File: config.mk
export PLATFORM = sky130hd
export DESIGN_NAME = wb_arbiter
export DESIGN_NICKNAME = d
export VERILOG_FILES = /design/src/rtl/mul_pkg.sv /design/src/rtl/wb_arbiter.sv
export SDC_FILE = /design/constraint.sdc
export NUM_CORES = 1
export LEC_CHECK = 0
export BUFFER_PORTS_ARGS = -buffer_cell sky130_fd_sc_hd__buf_2
export CAP_MARGIN = 20
export CORE_AREA = 2 2 69 71
export DETAILED_ROUTE_END_ITERATION = 16
export DIE_AREA = 0 0 71 73
export GPL_ROUTABILITY_DRIVEN = 0
export PLACE_DENSITY = 0.75
export SYNTH_ARGS = -nofsm -noshare
export SYNTH_HDL_FRONTEND = slang
export SYNTH_SLANG_ARGS = --single-unit
File: constraint.sdc
create_clock -name clk -period 5 [get_ports clk]
set_clock_uncertainty 0.15 [all_clocks]
set_input_delay 0.25 -clock clk [delete_from_list [all_inputs] [get_ports clk]]
set_output_delay 0.25 -clock clk [all_outputs]
set_load 0.005 [all_outputs]
File: src/rtl/mul_pkg.sv
/* Shared widths, memory layout and state encodings for the multiply cluster.
   Addresses are word addresses. Master 0 is the host, 1 and 2 the engines.
   A job record is four words: a, b, product low, product high. */
package mul_pkg;

    // ----------------------------------------
    // Widths and sizes
    // ----------------------------------------
    localparam int DATA_W    = 32;                     // Bus and operand width
    localparam int PROD_W    = 64;                     // Full unsigned product
    localparam int ADDR_W    = 8;                      // Word address
    localparam int MEM_DEPTH = 256;                    // 2**ADDR_W words
    localparam int N_MASTERS = 3;                      // Host plus two engines
    localparam int GRANT_W   = $clog2(N_MASTERS);      // Grant index width
    localparam int MUL_STEPS = 32;                     // One step per multiplier bit
    localparam int STEP_W    = $clog2(MUL_STEPS + 1);  // Holds MUL_STEPS down to 0
    localparam int PAIRS_W   = 6;                      // Up to 63 pairs per job

    // ----------------------------------------
    // Job record layout
    // ----------------------------------------
    localparam int PAIR_WORDS = 4;  // Record stride
    localparam int OFF_A      = 0;  // Operand a
    localparam int OFF_B      = 1;  // Operand b
    localparam int OFF_LO     = 2;  // Product bits 31:0
    localparam int OFF_HI     = 3;  // Product bits 63:32

    // Multiplier core
    typedef enum logic {
        MUL_IDLE,
        MUL_RUN
    } mul_state_t;

    // Engine sequence, one pass per pair
    typedef enum logic [2:0] {
        ENG_IDLE,
        ENG_RD_A,
        ENG_RD_B,
        ENG_MUL,
        ENG_WR_LO,
        ENG_WR_HI,
        ENG_DONE
    } eng_state_t;

endpackage
File: src/rtl/wb_arbiter.sv
`timescale 1ns/1ps
/* Round-robin arbiter for N_MASTERS Wishbone classic masters, one slave.
   A grant is held while the granted cyc stays high. Handing the bus to a
   new master costs one cycle in which nothing reaches the slave. */
module wb_arbiter import mul_pkg::*; (
    input  logic                              clk,
    input  logic                              reset_n,
    input  logic [N_MASTERS-1:0]              m_cyc,
    input  logic [N_MASTERS-1:0]              m_stb,
    input  logic [N_MASTERS-1:0]              m_we,
    input  logic [N_MASTERS-1:0][ADDR_W-1:0]  m_adr,
    input  logic [N_MASTERS-1:0][DATA_W-1:0]  m_dat_w,
    output logic [N_MASTERS-1:0]              m_ack,
    output logic                              s_cyc,
    output logic                              s_stb,
    output logic                              s_we,
    output logic [ADDR_W-1:0]                 s_adr,
    output logic [DATA_W-1:0]                 s_dat_w,
    input  logic                              s_ack
);

    logic [GRANT_W-1:0]   gnt;        // Current, or last, granted master
    logic                 gnt_valid;
    logic [GRANT_W-1:0]   nxt;        // Next winner after gnt
    logic [N_MASTERS-1:0] req;
    logic                 bus_free;

    assign req      = m_cyc & m_stb;
    assign bus_free = !gnt_valid || !m_cyc[gnt];  // Owner gone or never there

    // ----------------------------------------
    // Round-robin pick
    // ----------------------------------------
    // Walk from the farthest slot back, so the closest requester after gnt wins
    always_comb begin
        int cand;
        nxt = gnt;
        for (int i = N_MASTERS; i >= 1; i--) begin
            cand = (int'(gnt) + i) % N_MASTERS;
            if (req[cand])
                nxt = GRANT_W'(cand);
        end
    end

    always_ff @(posedge clk or negedge reset_n) begin
        if (!reset_n) begin
            gnt       <= '0;
            gnt_valid <= 1'b0;
        end else if (bus_free) begin
            gnt_valid <= |req;
            if (|req)
                gnt <= nxt;  // Takes effect next cycle
        end
    end

    // ----------------------------------------
    // Routing
    // ----------------------------------------
    assign s_cyc   = gnt_valid && m_cyc[gnt];
    assign s_stb   = gnt_valid && m_stb[gnt];
    assign s_we    = m_we[gnt];
    assign s_adr   = m_adr[gnt];
    assign s_dat_w = m_dat_w[gnt];

    always_comb begin
        for (int i = 0; i < N_MASTERS; i++)
            m_ack[i] = s_ack && gnt_valid && (gnt == GRANT_W'(i));  // Owner only
    end

endmodule

==> impl_metrics.tcl <==
set metrics [dict create \
    syn_to_final_growth_pct 77.8 \
    dieArea_um2 5180 \
    yosys_register_bits 3 \
    coreArea_um2 4540 \
    wl_per_cell_um 12.1 \
    synth_edf_count 0 \
    critPathMaxFanout 43 \
    reg2regPathDepth 7 \
    crit_path_top_delay_cell "nor2b_4" \
    antenna_cells 0 \
    dr.pass1.iters 4 \
    yosysTopAreaCell "mux2i_1" \
    fin_crit_ns 2.72 \
    period_share_pct 54.3 \
    ant_nets 0 \
    final_layout_size_suffix_gt1_share_pct 52.2 \
    reg2reg_to "gnt[1]$_DFFE_PN0P_" \
    p_leak_uw 0.00118 \
    cts_tree "built" \
    reg2reg_from "gnt[1]$_DFFE_PN0P_" \
    gr-total-overflow 0 \
    worst_ep_required_time_ns 4.60 \
    numCtsBuffers 3 \
    synthArstFlopShare_pct 100 \
    grt_max_degree 44 \
    hold_viol 0 \
    drv_slew 0 \
    routed_via_density 4.86 \
    synth_nets 326 \
    fmax_ghz 0.368 \
    ios 178 \
    antenna_found_initial 0 \
    die_height_um 73 \
    cp-start-kind "flip-flop" \
    dpl.hpwl_mm 4.04 \
    crit_chain "nor2b_4 > nand2_1 > o21ai_1 > and2_1 > buf_2" \
    drc 0 \
    cts_num_sinks 3 \
    clk_pin_slew_ns 0.03 \
    crit_start "gnt[1]$_DFFE_PN0P_" \
    worstSkewPairLatency_ns 0.22 \
    drt_iter0_markers 56 \
    drt-total-wl_mm 5.00 \
    synth.most_common_cell "nand2_1" \
    cts-root-buf "clkbuf_8" \
    tightest_slew_ns 0.890 \
    finalSetupViolCount 0 \
    rows 25 \
    crit_arrival_ns 2.32 \
    initial_utilization_pct 27.4 \
    crit_cells 5 \
    ys_seq_area_share_pct 6.04 \
    htreeDepth 1 \
    slew_headroom_pct 40.5 \
    nets 496 \
    vias 2003 \
    hold_buffers 1 \
    ctsLongestPathBuffers 2 \
    num-fill-cells 444 \
    setup.worst_path.end "s_stb" \
    synth_area_um2 1240 \
    first_global_vias 1802 \
    die_w_um 71 \
    rsz0062_at_grt "no" \
    placed_cell_area_um2 2150 \
    syn_inst 189 \
    path_class "flip-flop to output pin" \
    peakVddDrop_mv 0.126 \
    r2r_slack_ns 2.35 \
    dp_cells 407 \
    power_density_nw_per_um2 344 \
    yosysWarnings 0 \
    path_delay_family "simple AND/OR/NAND/NOR gates" \
    setup_tns_ns 0 \
    synth.cells.most_frequent "46 x nand2_1, 43 x mux2i_1, 42 x o21ai_1" \
    cpPeakStageDelay_ns 0.86 \
    endpoint_kind "output pin" \
    cts-resized-gates 0 \
    worst-path-buf-inv 1 \
    synth_top_area_share_pct 34.6 \
    stdcell_area_um2 2210 \
    drv_cap 0 \
    synthDistinctLibCells 29 \
    ys.flop_type "dfrtp_1" \
    hold_class "primary input to async pin" \
    post_synth.cell_area_avg_um2 6.57 \
    synth.area.top_cells "mux2i_1 35%, o21ai_1 17%, nand2_1 14%" \
    outcome "completed" \
    grt_first_pass_wirelength_mm 7.63 \
    track_usage_pct 17.7 \
    final_cells 412 \
    post-cts-setup-buffers 0 \
    port_buffers 177 \
]
[worst register-to-register path: stages, from the launching register on]
cell,delay [ns]
dfrtp_1,0.75
inv_1,0.20
ha_1,0.43
inv_1,0.07
o31a_1,0.31
a21boi_0,0.15
a31o_1,0.26
a32o_1,0.20
[logic make-up after synthesis]
family | synth area share, %
AO/OA/AOI/OAI | 24.3
adder cells (fa/ha/maj) | 5.84
buffers and inverters | 6.44
flip-flops | 6.04
multiplexers | 35.9
AND/OR/NAND/NOR | 21.6
[power breakdown]
group	total, uW	internal (uW)	switching, uW
clock network	72.5	54.5	17.9
registers	79.2	32.1	47.1
logic	609	318	291
total	761	405	356
[metal layers]
metal / vias up / part of all wire, % / track usage (%)
met2: 127 / 53 / 35.1
met3: 13 / 9.9 / 2.90
met1: 854 / 35 / 18.9
met4: 0 / 2.2 / 5.66
met5: - / 0 / 0
li1: 1009 / - / -
[metrics by stage]
stage                     utilization, %  total power (uW)  hold WS (ns)  worst slack (ns)
after floorplan                        -               453        -0.196              2.40
after detailed placement            47.5               692       -0.0979              2.35
after CTS                           48.7               768         0.209              2.21
after global placement              47.5               684       -0.0996              2.41
after global routing                48.7               838         0.252              2.00
final                               48.7               761         0.245              2.28
[worst min-delay path by stage]
| stage | end | slack [ns] |
|---|---|---|
| floorplan | gnt[0]$_DFFE_PN0P_ | -0.20 |
| global placement | gnt_valid$_DFFE_PN0N_ | -0.1 |
| detailed placement | gnt_valid$_DFFE_PN0N_ | -0.1 |
| CTS | gnt_valid$_DFFE_PN0N_ | 0.21 |
| global route | gnt_valid$_DFFE_PN0N_ | 0.25 |
| finish | gnt[1]$_DFFE_PN0P_ | 0.25 |
[registers in the layout (all words and copies together), names as in the netlist]
register   cells
gnt            2
gnt_valid      1
[final cells by class]
| type | instances | area [um2] | share of cell area [%] |
|---|---|---|---|
| clock buffers | 4 | 45.0 | 2.04 |
| inverters | 4 | 15.0 | 0.680 |
| multi-input cells | 167 | 1090 | 49.5 |
| well taps | 54 | 67.6 | 3.06 |
| flip-flops and latches | 3 | 76.3 | 3.45 |
| repair buffers | 180 | 911 | 41.2 |
[cell usage in the layout (no fill, tap or decap), types with 2 or more instances in the layout]
master    count
buf_2       177
nand2_1      46
mux2i_1      43
o21ai_1      42
o21ai_0       5
ha_1          5
inv_1         3
and3_1        3
nand3_1       3
clkbuf_8      3
and2_1        2
nor2b_1       2
a31o_1        2
dfrtp_1       2
buf_4         2
(Power assumes the default switching activity.)
