File: src/rtl/mul_pkg.sv
/* Shared widths, memory layout and state encodings for the multiply cluster.
   Addresses are word addresses. Master 0 is the host, 1 and 2 the engines.
   A job record is four words: a, b, product low, product high. */
package mul_pkg;

    // ----------------------------------------
    // Widths and sizes
    // ----------------------------------------
    localparam int DATA_W    = 32;                     // Bus and operand width
    localparam int PROD_W    = 64;                     // Full unsigned product
    localparam int ADDR_W    = 8;                      // Word address
    localparam int MEM_DEPTH = 256;                    // 2**ADDR_W words
    localparam int N_MASTERS = 3;                      // Host plus two engines
    localparam int GRANT_W   = $clog2(N_MASTERS);      // Grant index width
    localparam int MUL_STEPS = 32;                     // One step per multiplier bit
    localparam int STEP_W    = $clog2(MUL_STEPS + 1);  // Holds MUL_STEPS down to 0
    localparam int PAIRS_W   = 6;                      // Up to 63 pairs per job

    // ----------------------------------------
    // Job record layout
    // ----------------------------------------
    localparam int PAIR_WORDS = 4;  // Record stride
    localparam int OFF_A      = 0;  // Operand a
    localparam int OFF_B      = 1;  // Operand b
    localparam int OFF_LO     = 2;  // Product bits 31:0
    localparam int OFF_HI     = 3;  // Product bits 63:32

    // Multiplier core
    typedef enum logic {
        MUL_IDLE,
        MUL_RUN
    } mul_state_t;

    // Engine sequence, one pass per pair
    typedef enum logic [2:0] {
        ENG_IDLE,
        ENG_RD_A,
        ENG_RD_B,
        ENG_MUL,
        ENG_WR_LO,
        ENG_WR_HI,
        ENG_DONE
    } eng_state_t;

endpackage
File: src/rtl/mul_engine.sv
`timescale 1ns/1ps
/* Wishbone classic master that multiplies a job of operand pairs in memory.
   Record i sits at base + PAIR_WORDS*i, addresses wrap at the memory top.
   start is ignored while busy. A zero pair count gives done at once.
   Each access is its own cyc, with one idle cycle between accesses. */
module mul_engine import mul_pkg::*; (
    input  logic               clk,
    input  logic               reset_n,
    // Job control
    input  logic               start,
    input  logic [ADDR_W-1:0]  base,
    input  logic [PAIRS_W-1:0] pairs,
    output logic               busy,
    output logic               done,
    // Wishbone master
    output logic               cyc,
    output logic               stb,
    output logic               we,
    output logic [ADDR_W-1:0]  adr,
    output logic [DATA_W-1:0]  dat_w,
    input  logic [DATA_W-1:0]  dat_r,
    input  logic               ack
);

    eng_state_t         state;
    logic [PAIRS_W-1:0] pairs_q;    // Job length
    logic [PAIRS_W-1:0] pair_idx;   // Pair in progress
    logic [ADDR_W-1:0]  rec_adr;    // Record base for pair_idx
    logic [ADDR_W-1:0]  adr_off;    // Word within the record
    logic               cyc_q;
    logic [DATA_W-1:0]  op_a;
    logic [DATA_W-1:0]  op_b;
    logic [PROD_W-1:0]  prod;
    logic               mul_start;  // Held until the core takes it
    logic               mul_ready;
    logic               mul_done;
    logic [PROD_W-1:0]  mul_product;

    shift_add_mul u_mul (
        .clk     (clk),
        .reset_n (reset_n),
        .start   (mul_start),
        .a       (op_a),
        .b       (op_b),
        .ready   (mul_ready),
        .done    (mul_done),
        .product (mul_product)
    );

    // ----------------------------------------
    // Bus outputs
    // ----------------------------------------
    always_comb begin
        case (state)
            ENG_RD_B:  adr_off = ADDR_W'(OFF_B);
            ENG_WR_LO: adr_off = ADDR_W'(OFF_LO);
            ENG_WR_HI: adr_off = ADDR_W'(OFF_HI);
            default:   adr_off = ADDR_W'(OFF_A);
        endcase
    end

    assign cyc   = cyc_q;
    assign stb   = cyc_q;   // Classic, no wait states from the master
    assign we    = (state == ENG_WR_LO) || (state == ENG_WR_HI);
    assign adr   = rec_adr + adr_off;
    assign dat_w = (state == ENG_WR_HI) ? prod[PROD_W-1:DATA_W] : prod[DATA_W-1:0];
    assign busy  = (state != ENG_IDLE) && (state != ENG_DONE);
    assign done  = (state == ENG_DONE);  // Single cycle, DONE never repeats itself

    // ----------------------------------------
    // Sequence
    // ----------------------------------------
    always_ff @(posedge clk or negedge reset_n) begin
        if (!reset_n) begin
            state     <= ENG_IDLE;
            cyc_q     <= 1'b0;
            mul_start <= 1'b0;
            pairs_q   <= '0;
            pair_idx  <= '0;
            rec_adr   <= '0;
        end else begin
            if (mul_start && mul_ready)
                mul_start <= 1'b0;  // Core accepted
            case (state)
                ENG_IDLE, ENG_DONE: begin
                    state <= ENG_IDLE;
                    if (start) begin
                        pairs_q  <= pairs;
                        pair_idx <= '0;
                        rec_adr  <= base;
                        state    <= (pairs == '0) ? ENG_DONE : ENG_RD_A;
                    end
                end
                ENG_RD_A, ENG_RD_B, ENG_WR_LO, ENG_WR_HI: begin
                    if (!cyc_q) begin
                        cyc_q <= 1'b1;  // Open the access
                    end else if (ack) begin
                        cyc_q <= 1'b0;  // Close right after ack
                        case (state)
                            ENG_RD_A:  state <= ENG_RD_B;
                            ENG_RD_B: begin
                                state     <= ENG_MUL;
                                mul_start <= 1'b1;
                            end
                            ENG_WR_LO: state <= ENG_WR_HI;
                            default: begin  // High word written, pair complete
                                if (pair_idx == pairs_q - 1'b1) begin
                                    state <= ENG_DONE;
                                end else begin
                                    pair_idx <= pair_idx + 1'b1;
                                    rec_adr  <= rec_adr + ADDR_W'(PAIR_WORDS);
                                    state    <= ENG_RD_A;
                                end
                            end
                        endcase
                    end
                end
                ENG_MUL: if (mul_done) state <= ENG_WR_LO;
                default: state <= ENG_IDLE;
            endcase
        end
    end

    // Operand and product capture
    always_ff @(posedge clk) begin
        if (state == ENG_RD_A && cyc_q && ack)
            op_a <= dat_r;
        if (state == ENG_RD_B && cyc_q && ack)
            op_b <= dat_r;
        if (state == ENG_MUL && mul_done)
            prod <= mul_product;
    end

endmodule

File: src/rtl/shift_add_mul.sv
`timescale 1ns/1ps
/* Unsigned 32x32 shift-add multiplier, one multiplier bit per clock.
   done comes MUL_STEPS+1 cycles after the accepting edge, and product
   holds until the next accepted start. There is no signed mode. */
module shift_add_mul import mul_pkg::*; (
    input  logic              clk,
    input  logic              reset_n,
    input  logic              start,    // Taken only while ready
    input  logic [DATA_W-1:0] a,        // Multiplicand
    input  logic [DATA_W-1:0] b,        // Multiplier
    output logic              ready,    // Core idle
    output logic              done,     // One-cycle result strobe
    output logic [PROD_W-1:0] product
);

    mul_state_t        state;
    logic [STEP_W-1:0] count;   // Steps still to run
    logic [PROD_W-1:0] mcand;   // Multiplicand, moves left each step
    logic [DATA_W-1:0] mplier;  // Multiplier, moves right each step
    logic [PROD_W-1:0] acc;     // Partial product
    logic [PROD_W-1:0] addend;
    logic              accept;

    assign ready   = (state == MUL_IDLE);
    assign accept  = start && ready;
    assign addend  = mplier[0] ? mcand : '0;  // Add only for a set multiplier bit
    assign product = acc;

    // ----------------------------------------
    // Control
    // ----------------------------------------
    always_ff @(posedge clk or negedge reset_n) begin
        if (!reset_n) begin
            state <= MUL_IDLE;
            count <= '0;
            done  <= 1'b0;
        end else begin
            done <= 1'b0;  // Default, strobe only
            case (state)
                MUL_IDLE: begin
                    if (accept) begin
                        state <= MUL_RUN;
                        count <= STEP_W'(MUL_STEPS);
                    end
                end
                MUL_RUN: begin
                    if (count == '0) begin  // All bits consumed
                        state <= MUL_IDLE;
                        done  <= 1'b1;
                    end else begin
                        count <= count - 1'b1;
                    end
                end
                default: state <= MUL_IDLE;
            endcase
        end
    end

    // ----------------------------------------
    // Datapath
    // ----------------------------------------
    always_ff @(posedge clk) begin
        if (accept) begin
            mcand  <= PROD_W'(a);
            mplier <= b;
            acc    <= '0;  // Fresh product
        end else if (state == MUL_RUN && count != '0) begin
            acc    <= acc + addend;
            mcand  <= mcand << 1;
            mplier <= mplier >> 1;
        end
    end

endmodule

File: config.mk
export PLATFORM = sky130hd
export DESIGN_NAME = mul_engine
export DESIGN_NICKNAME = d
export VERILOG_FILES = /design/src/rtl/mul_pkg.sv /design/src/rtl/mul_engine.sv /design/src/rtl/shift_add_mul.sv
export SDC_FILE = /design/constraint.sdc
export NUM_CORES = 1
export LEC_CHECK = 0
export BUFFER_PORTS_ARGS = -buffer_cell sky130_fd_sc_hd__buf_2
export CAP_MARGIN = 20
export CORE_ASPECT_RATIO = 1.1
export CORE_MARGIN = 10
export CORE_UTILIZATION = 63
export CTS_BUF_LIST = sky130_fd_sc_hd__clkbuf_4
export CTS_CLUSTER_SIZE = 8
export DETAILED_ROUTE_END_ITERATION = 8
export PLACE_DENSITY_LB_ADDON = 0.05
export RECOVER_POWER = 50
export SYNTH_ARGS = -nofsm -noshare
export SYNTH_HDL_FRONTEND = slang
export SYNTH_SLANG_ARGS = --single-unit
File: constraint.sdc
create_clock -name clk -period 4.6 [get_ports clk]
set_clock_uncertainty 0.15 [all_clocks]
set_input_delay 0.92 -clock clk [delete_from_list [all_inputs] [get_ports clk]]
set_output_delay 0.92 -clock clk [all_outputs]
set_load 0.05 [all_outputs]
==> results.md <==
- # hold bufs at CTS: 0
- Outcome: complete, but fails checks
- Mean post-synth cell area: 9.95 sq um
- Worst path max stage delay: 0.55 ns
- Peak VDD IR: 0.411 mV
- Total gr overflow: 0
- Count of cell types in the netlist: 76
- Final setup TNS: 0 ns
- Worst path slowest cell: edfxtp_1
- CTS H-Tree Depth: 3
- Max frequency: roughly 230 MHz
- Die width: 173 um
- All-layer global routing usage: 22.9%
- Worst rel slew slack: -60.2%
- Synthesized area: 16200 sq um
- Syn. warnings: 0
- Fin crit share: 94.2%
- Reg-to-reg startpoint: u_mul.mplier[0]
- Cell Area, Placed: 16900 sq um
- # IOs: 95
- Worst path depth: 14
- Clock transition at path regs: 0.07 ns
- DRC violations left: 0
- Min Clock Period, post-route: 4.34 ns
- Critical Path Sink Type: register
- Area of the die: 32600 sq um
- Clock Latency Late Sink: 0.68 ns
- CP Class: reg2reg
- Synth async-reset ratio: 10.3%
- Crit path buf inv count: 0
- Reg2reg path depth: 14
- Endpoints failing setup: 0
- CP Data Required Time: around 5.0 ns
- Part of the power in registers: 38.9%
- Vias: 12304
- Syn Nets: 1753
- TritonCTS Buffers: 80
- Cell Chain, Critical Path: and2_1 -> ha_1 -> fa_1 -> a211oi_1 -> nor2_1 -> o311a_2 -> o221ai_1 -> o211ai_1 -> a221o_1 -> a31oi_1 -> o21ai_1 -> o21ai_1 -> mux2i_1 -> o311ai_1
- Total of max-cap violations: 5
- Number of global-route vias before repair: 12174
- Clock root buffer: clkbuf_4
- P_sw: 5200 uW
- Detailed Place HPWL: 27300 um
- Critical Path Sink: u_mul.product[60]
- Reg-to-reg endpoint: u_mul.product[60]
- Leakage: 0.00769 uW
- ANT nets after route: 0
- CTS tree: done
- P_int: 7530 uW
- Fin nets: 1854
- Register area share after synthesis: a little over half
- Sw frac: 40.9%
- Register bit total from synthesis: 321
- Share of post-route cells with drive strength above 1: 16.0%
- Origin of the worst setup path: u_mul.mplier[0]
- Initial antenna violation count: 1
- Die height: ~190 um
- Final Hold Violating Endpoints: 0
- Post-synth top flop: edfxtp_1
- First-pass GRT wire length: between 60000 and 70000 um
- Comb pwr share: slightly above 40%
- Worst Path Arrival: 4.68 ns
- Starting Density: between 60% and 70%
- Sink Count: 321
- Slew @ Worst Pin: approximately 2.4 ns
- Vias per cell: between 5 and 6
- Post-synth EDFFs: 192
- Violated checks: max-capacitance violations, max-slew violations
- Hold Path Class: in2reg
- Initial DRC count: 966
- Port bufs: 94
- Crit-path most repeated cell: o21ai_1
- Routability cong.: between 0.9 and 1
- Final instance area: 18000 sq um
- Post_cts resized: 0
- Crit-path leading delay family: compound AO/OA/AOI/OAI gates
- Largest net degree at the start of global routing: between 100 and 150
- Clk buf depth: 3
- Postcts setup bufs: 0
- Hold Startpoint: dat_r[28]
- Routed wire length: 38000 um
- Critical path startpoint category: register
- Worst Path Max Fanout: 16
- RSZ-0062 raised after global routing: false
- Wire length per cell: 17.7 um
- Reg2reg setup slack: 0.26 ns
- Fin. max-slew vios: 230
- FP Rows: 61
- P&R area growth vs syn: 10.7%
- Pwr Density: 708 nW/um^2
- Gate Count Post-Synth: 1632
- Power share of the clock group: roughly a fifth
- Area of the core: 25300 sq um
- DRT Pass-1 Iters: 6
==> power by group through the flow <==
stage	combinational (uW)	sequential, uW	clock [uW]
3_3_place_gp	5150	4950	0
5_1_grt	5920	5030	2720
3_5_place_dp	5260	4990	0
6_report	5280	4950	2500
4_1_cts	5290	4930	2560
2_1_floorplan	4230	4650	0
==> cell families after synthesis <==
family                   Yosys count  synth area share (%)
flip-flops                       321                  52.4
multiplexers                      44                  3.02
AO/OA/AOI/OAI                    346                  13.6
AND/OR/NAND/NOR                  652                  18.2
buffers and inverters            123                  3.18
XOR/XNOR                          75                  4.04
adder cells (fa/ha/maj)           71                  5.56
==> per-layer routing <==
layer / vias to the layer above / part of all wire, % / GRT usage [%]
li1: 6067 / - / -
met1: 5842 / 43 / 28.4
met2: 324 / 49 / 38.5
met3: 71 / 5.9 / 5.04
met4: 0 / 2.6 / 8.56
met5: - / 0 / 0
==> flip-flops by register name, indices dropped and copies added, names as in the netlist, 3 cells and up <==
name           cells
prod              64
u_mul.mplier      32
op_b              32
rec_adr            8
u_mul.count        6
u_mul.mcand       64
pairs_q            6
state              3
op_a              32
pair_idx           6
u_mul.product     64
==> placed cells by master, fill, tap and decap left out, types with 33 or more instances in the layout <==
cell	netlist	layout
xnor2_1	43	43
and2_1	71	69
clkbuf_4	0	121
nand2_1	346	344
ha_1	69	69
dfxtp_1	96	96
buf_2	7	78
edfxtp_1	192	192
o21ai_0	98	98
nand3_1	93	93
mux2_2	40	40
a21o_1	43	43
dfrtp_1	33	33
a21oi_1	95	95
nor2_1	57	57
==> through the flow <==
| stage | util (%) | setup WS, ns | hold slack (ns) | instances | total power [uW] |
|---|---|---|---|---|---|
| after floorplan | - | 0.314 | 0.275 | 1632 | 8880 |
| after global placement | 66.8 | 0.443 | 0.286 | 1996 | 10100 |
| after detailed placement | 66.8 | 0.350 | 0.290 | 1996 | 10200 |
| after CTS | 71.2 | 0.360 | 0.129 | 2146 | 12800 |
| after global routing | 70.9 | 0.0530 | 0.229 | 2148 | 13700 |
| final | 70.9 | 0.265 | 0.277 | 2149 | 12700 |
==> worst min path at each step <==
| stage | depth (start not counted) | slack, ns | to |
|---|---|---|---|
| floorplan | 2 | 0.28 | u_mul.mcand[32] |
| global placement | 2 | 0.29 | u_mul.mcand[60] |
| detailed placement | 2 | 0.29 | u_mul.mcand[34] |
| CTS | 1 | 0.13 | pairs_q[2] |
| global route | 1 | 0.23 | op_b[20] |
| finish | 1 | 0.28 | op_a[28] |
==> cells in the mapped netlist (all sizes together), types with 23 or more instances <==
cell    instances  area share (%)
nand2         346             8.0
a21oi          97             3.0
o21ai         109             3.4
nand3          93             2.9
ha             69             5.3
dfrtp          33             5.1
xor2           32             1.7
clkbuf         71             1.6
nand4          23            0.89
mux2           40             2.8
nor2           57             1.3
xnor2          43             2.3
and2           73             2.8
dfxtp          96              12
edfxtp        192              35
inv            30            0.69
a21o           43             2.0
==> layout make-up <==
cell class,count,area (sq um)
Antenna cell,2,5.00
Clock buffer,121,908
Clock inverter,29,199
Fill cell,2046,7360
Inverter,30,113
Multi-Input combinational cell,1188,7230
Sequential cell,321,8510
Tap cell,346,433
Timing Repair Buffer,112,581
==> worst reg2reg max path, stage by stage, from the launching register on <==
cell      delay (ns)
edfxtp_1        0.55
and2_1          0.22
ha_1            0.22
fa_1            0.43
a211oi_1        0.25
nor2_1          0.11
o311a_2         0.34
o221ai_1        0.39
o211ai_1        0.21
a221o_1         0.43
a31oi_1         0.26
o21ai_1         0.13
o21ai_1         0.17
mux2i_1         0.20
o311ai_1        0.10
(Power assumes the default switching activity.)
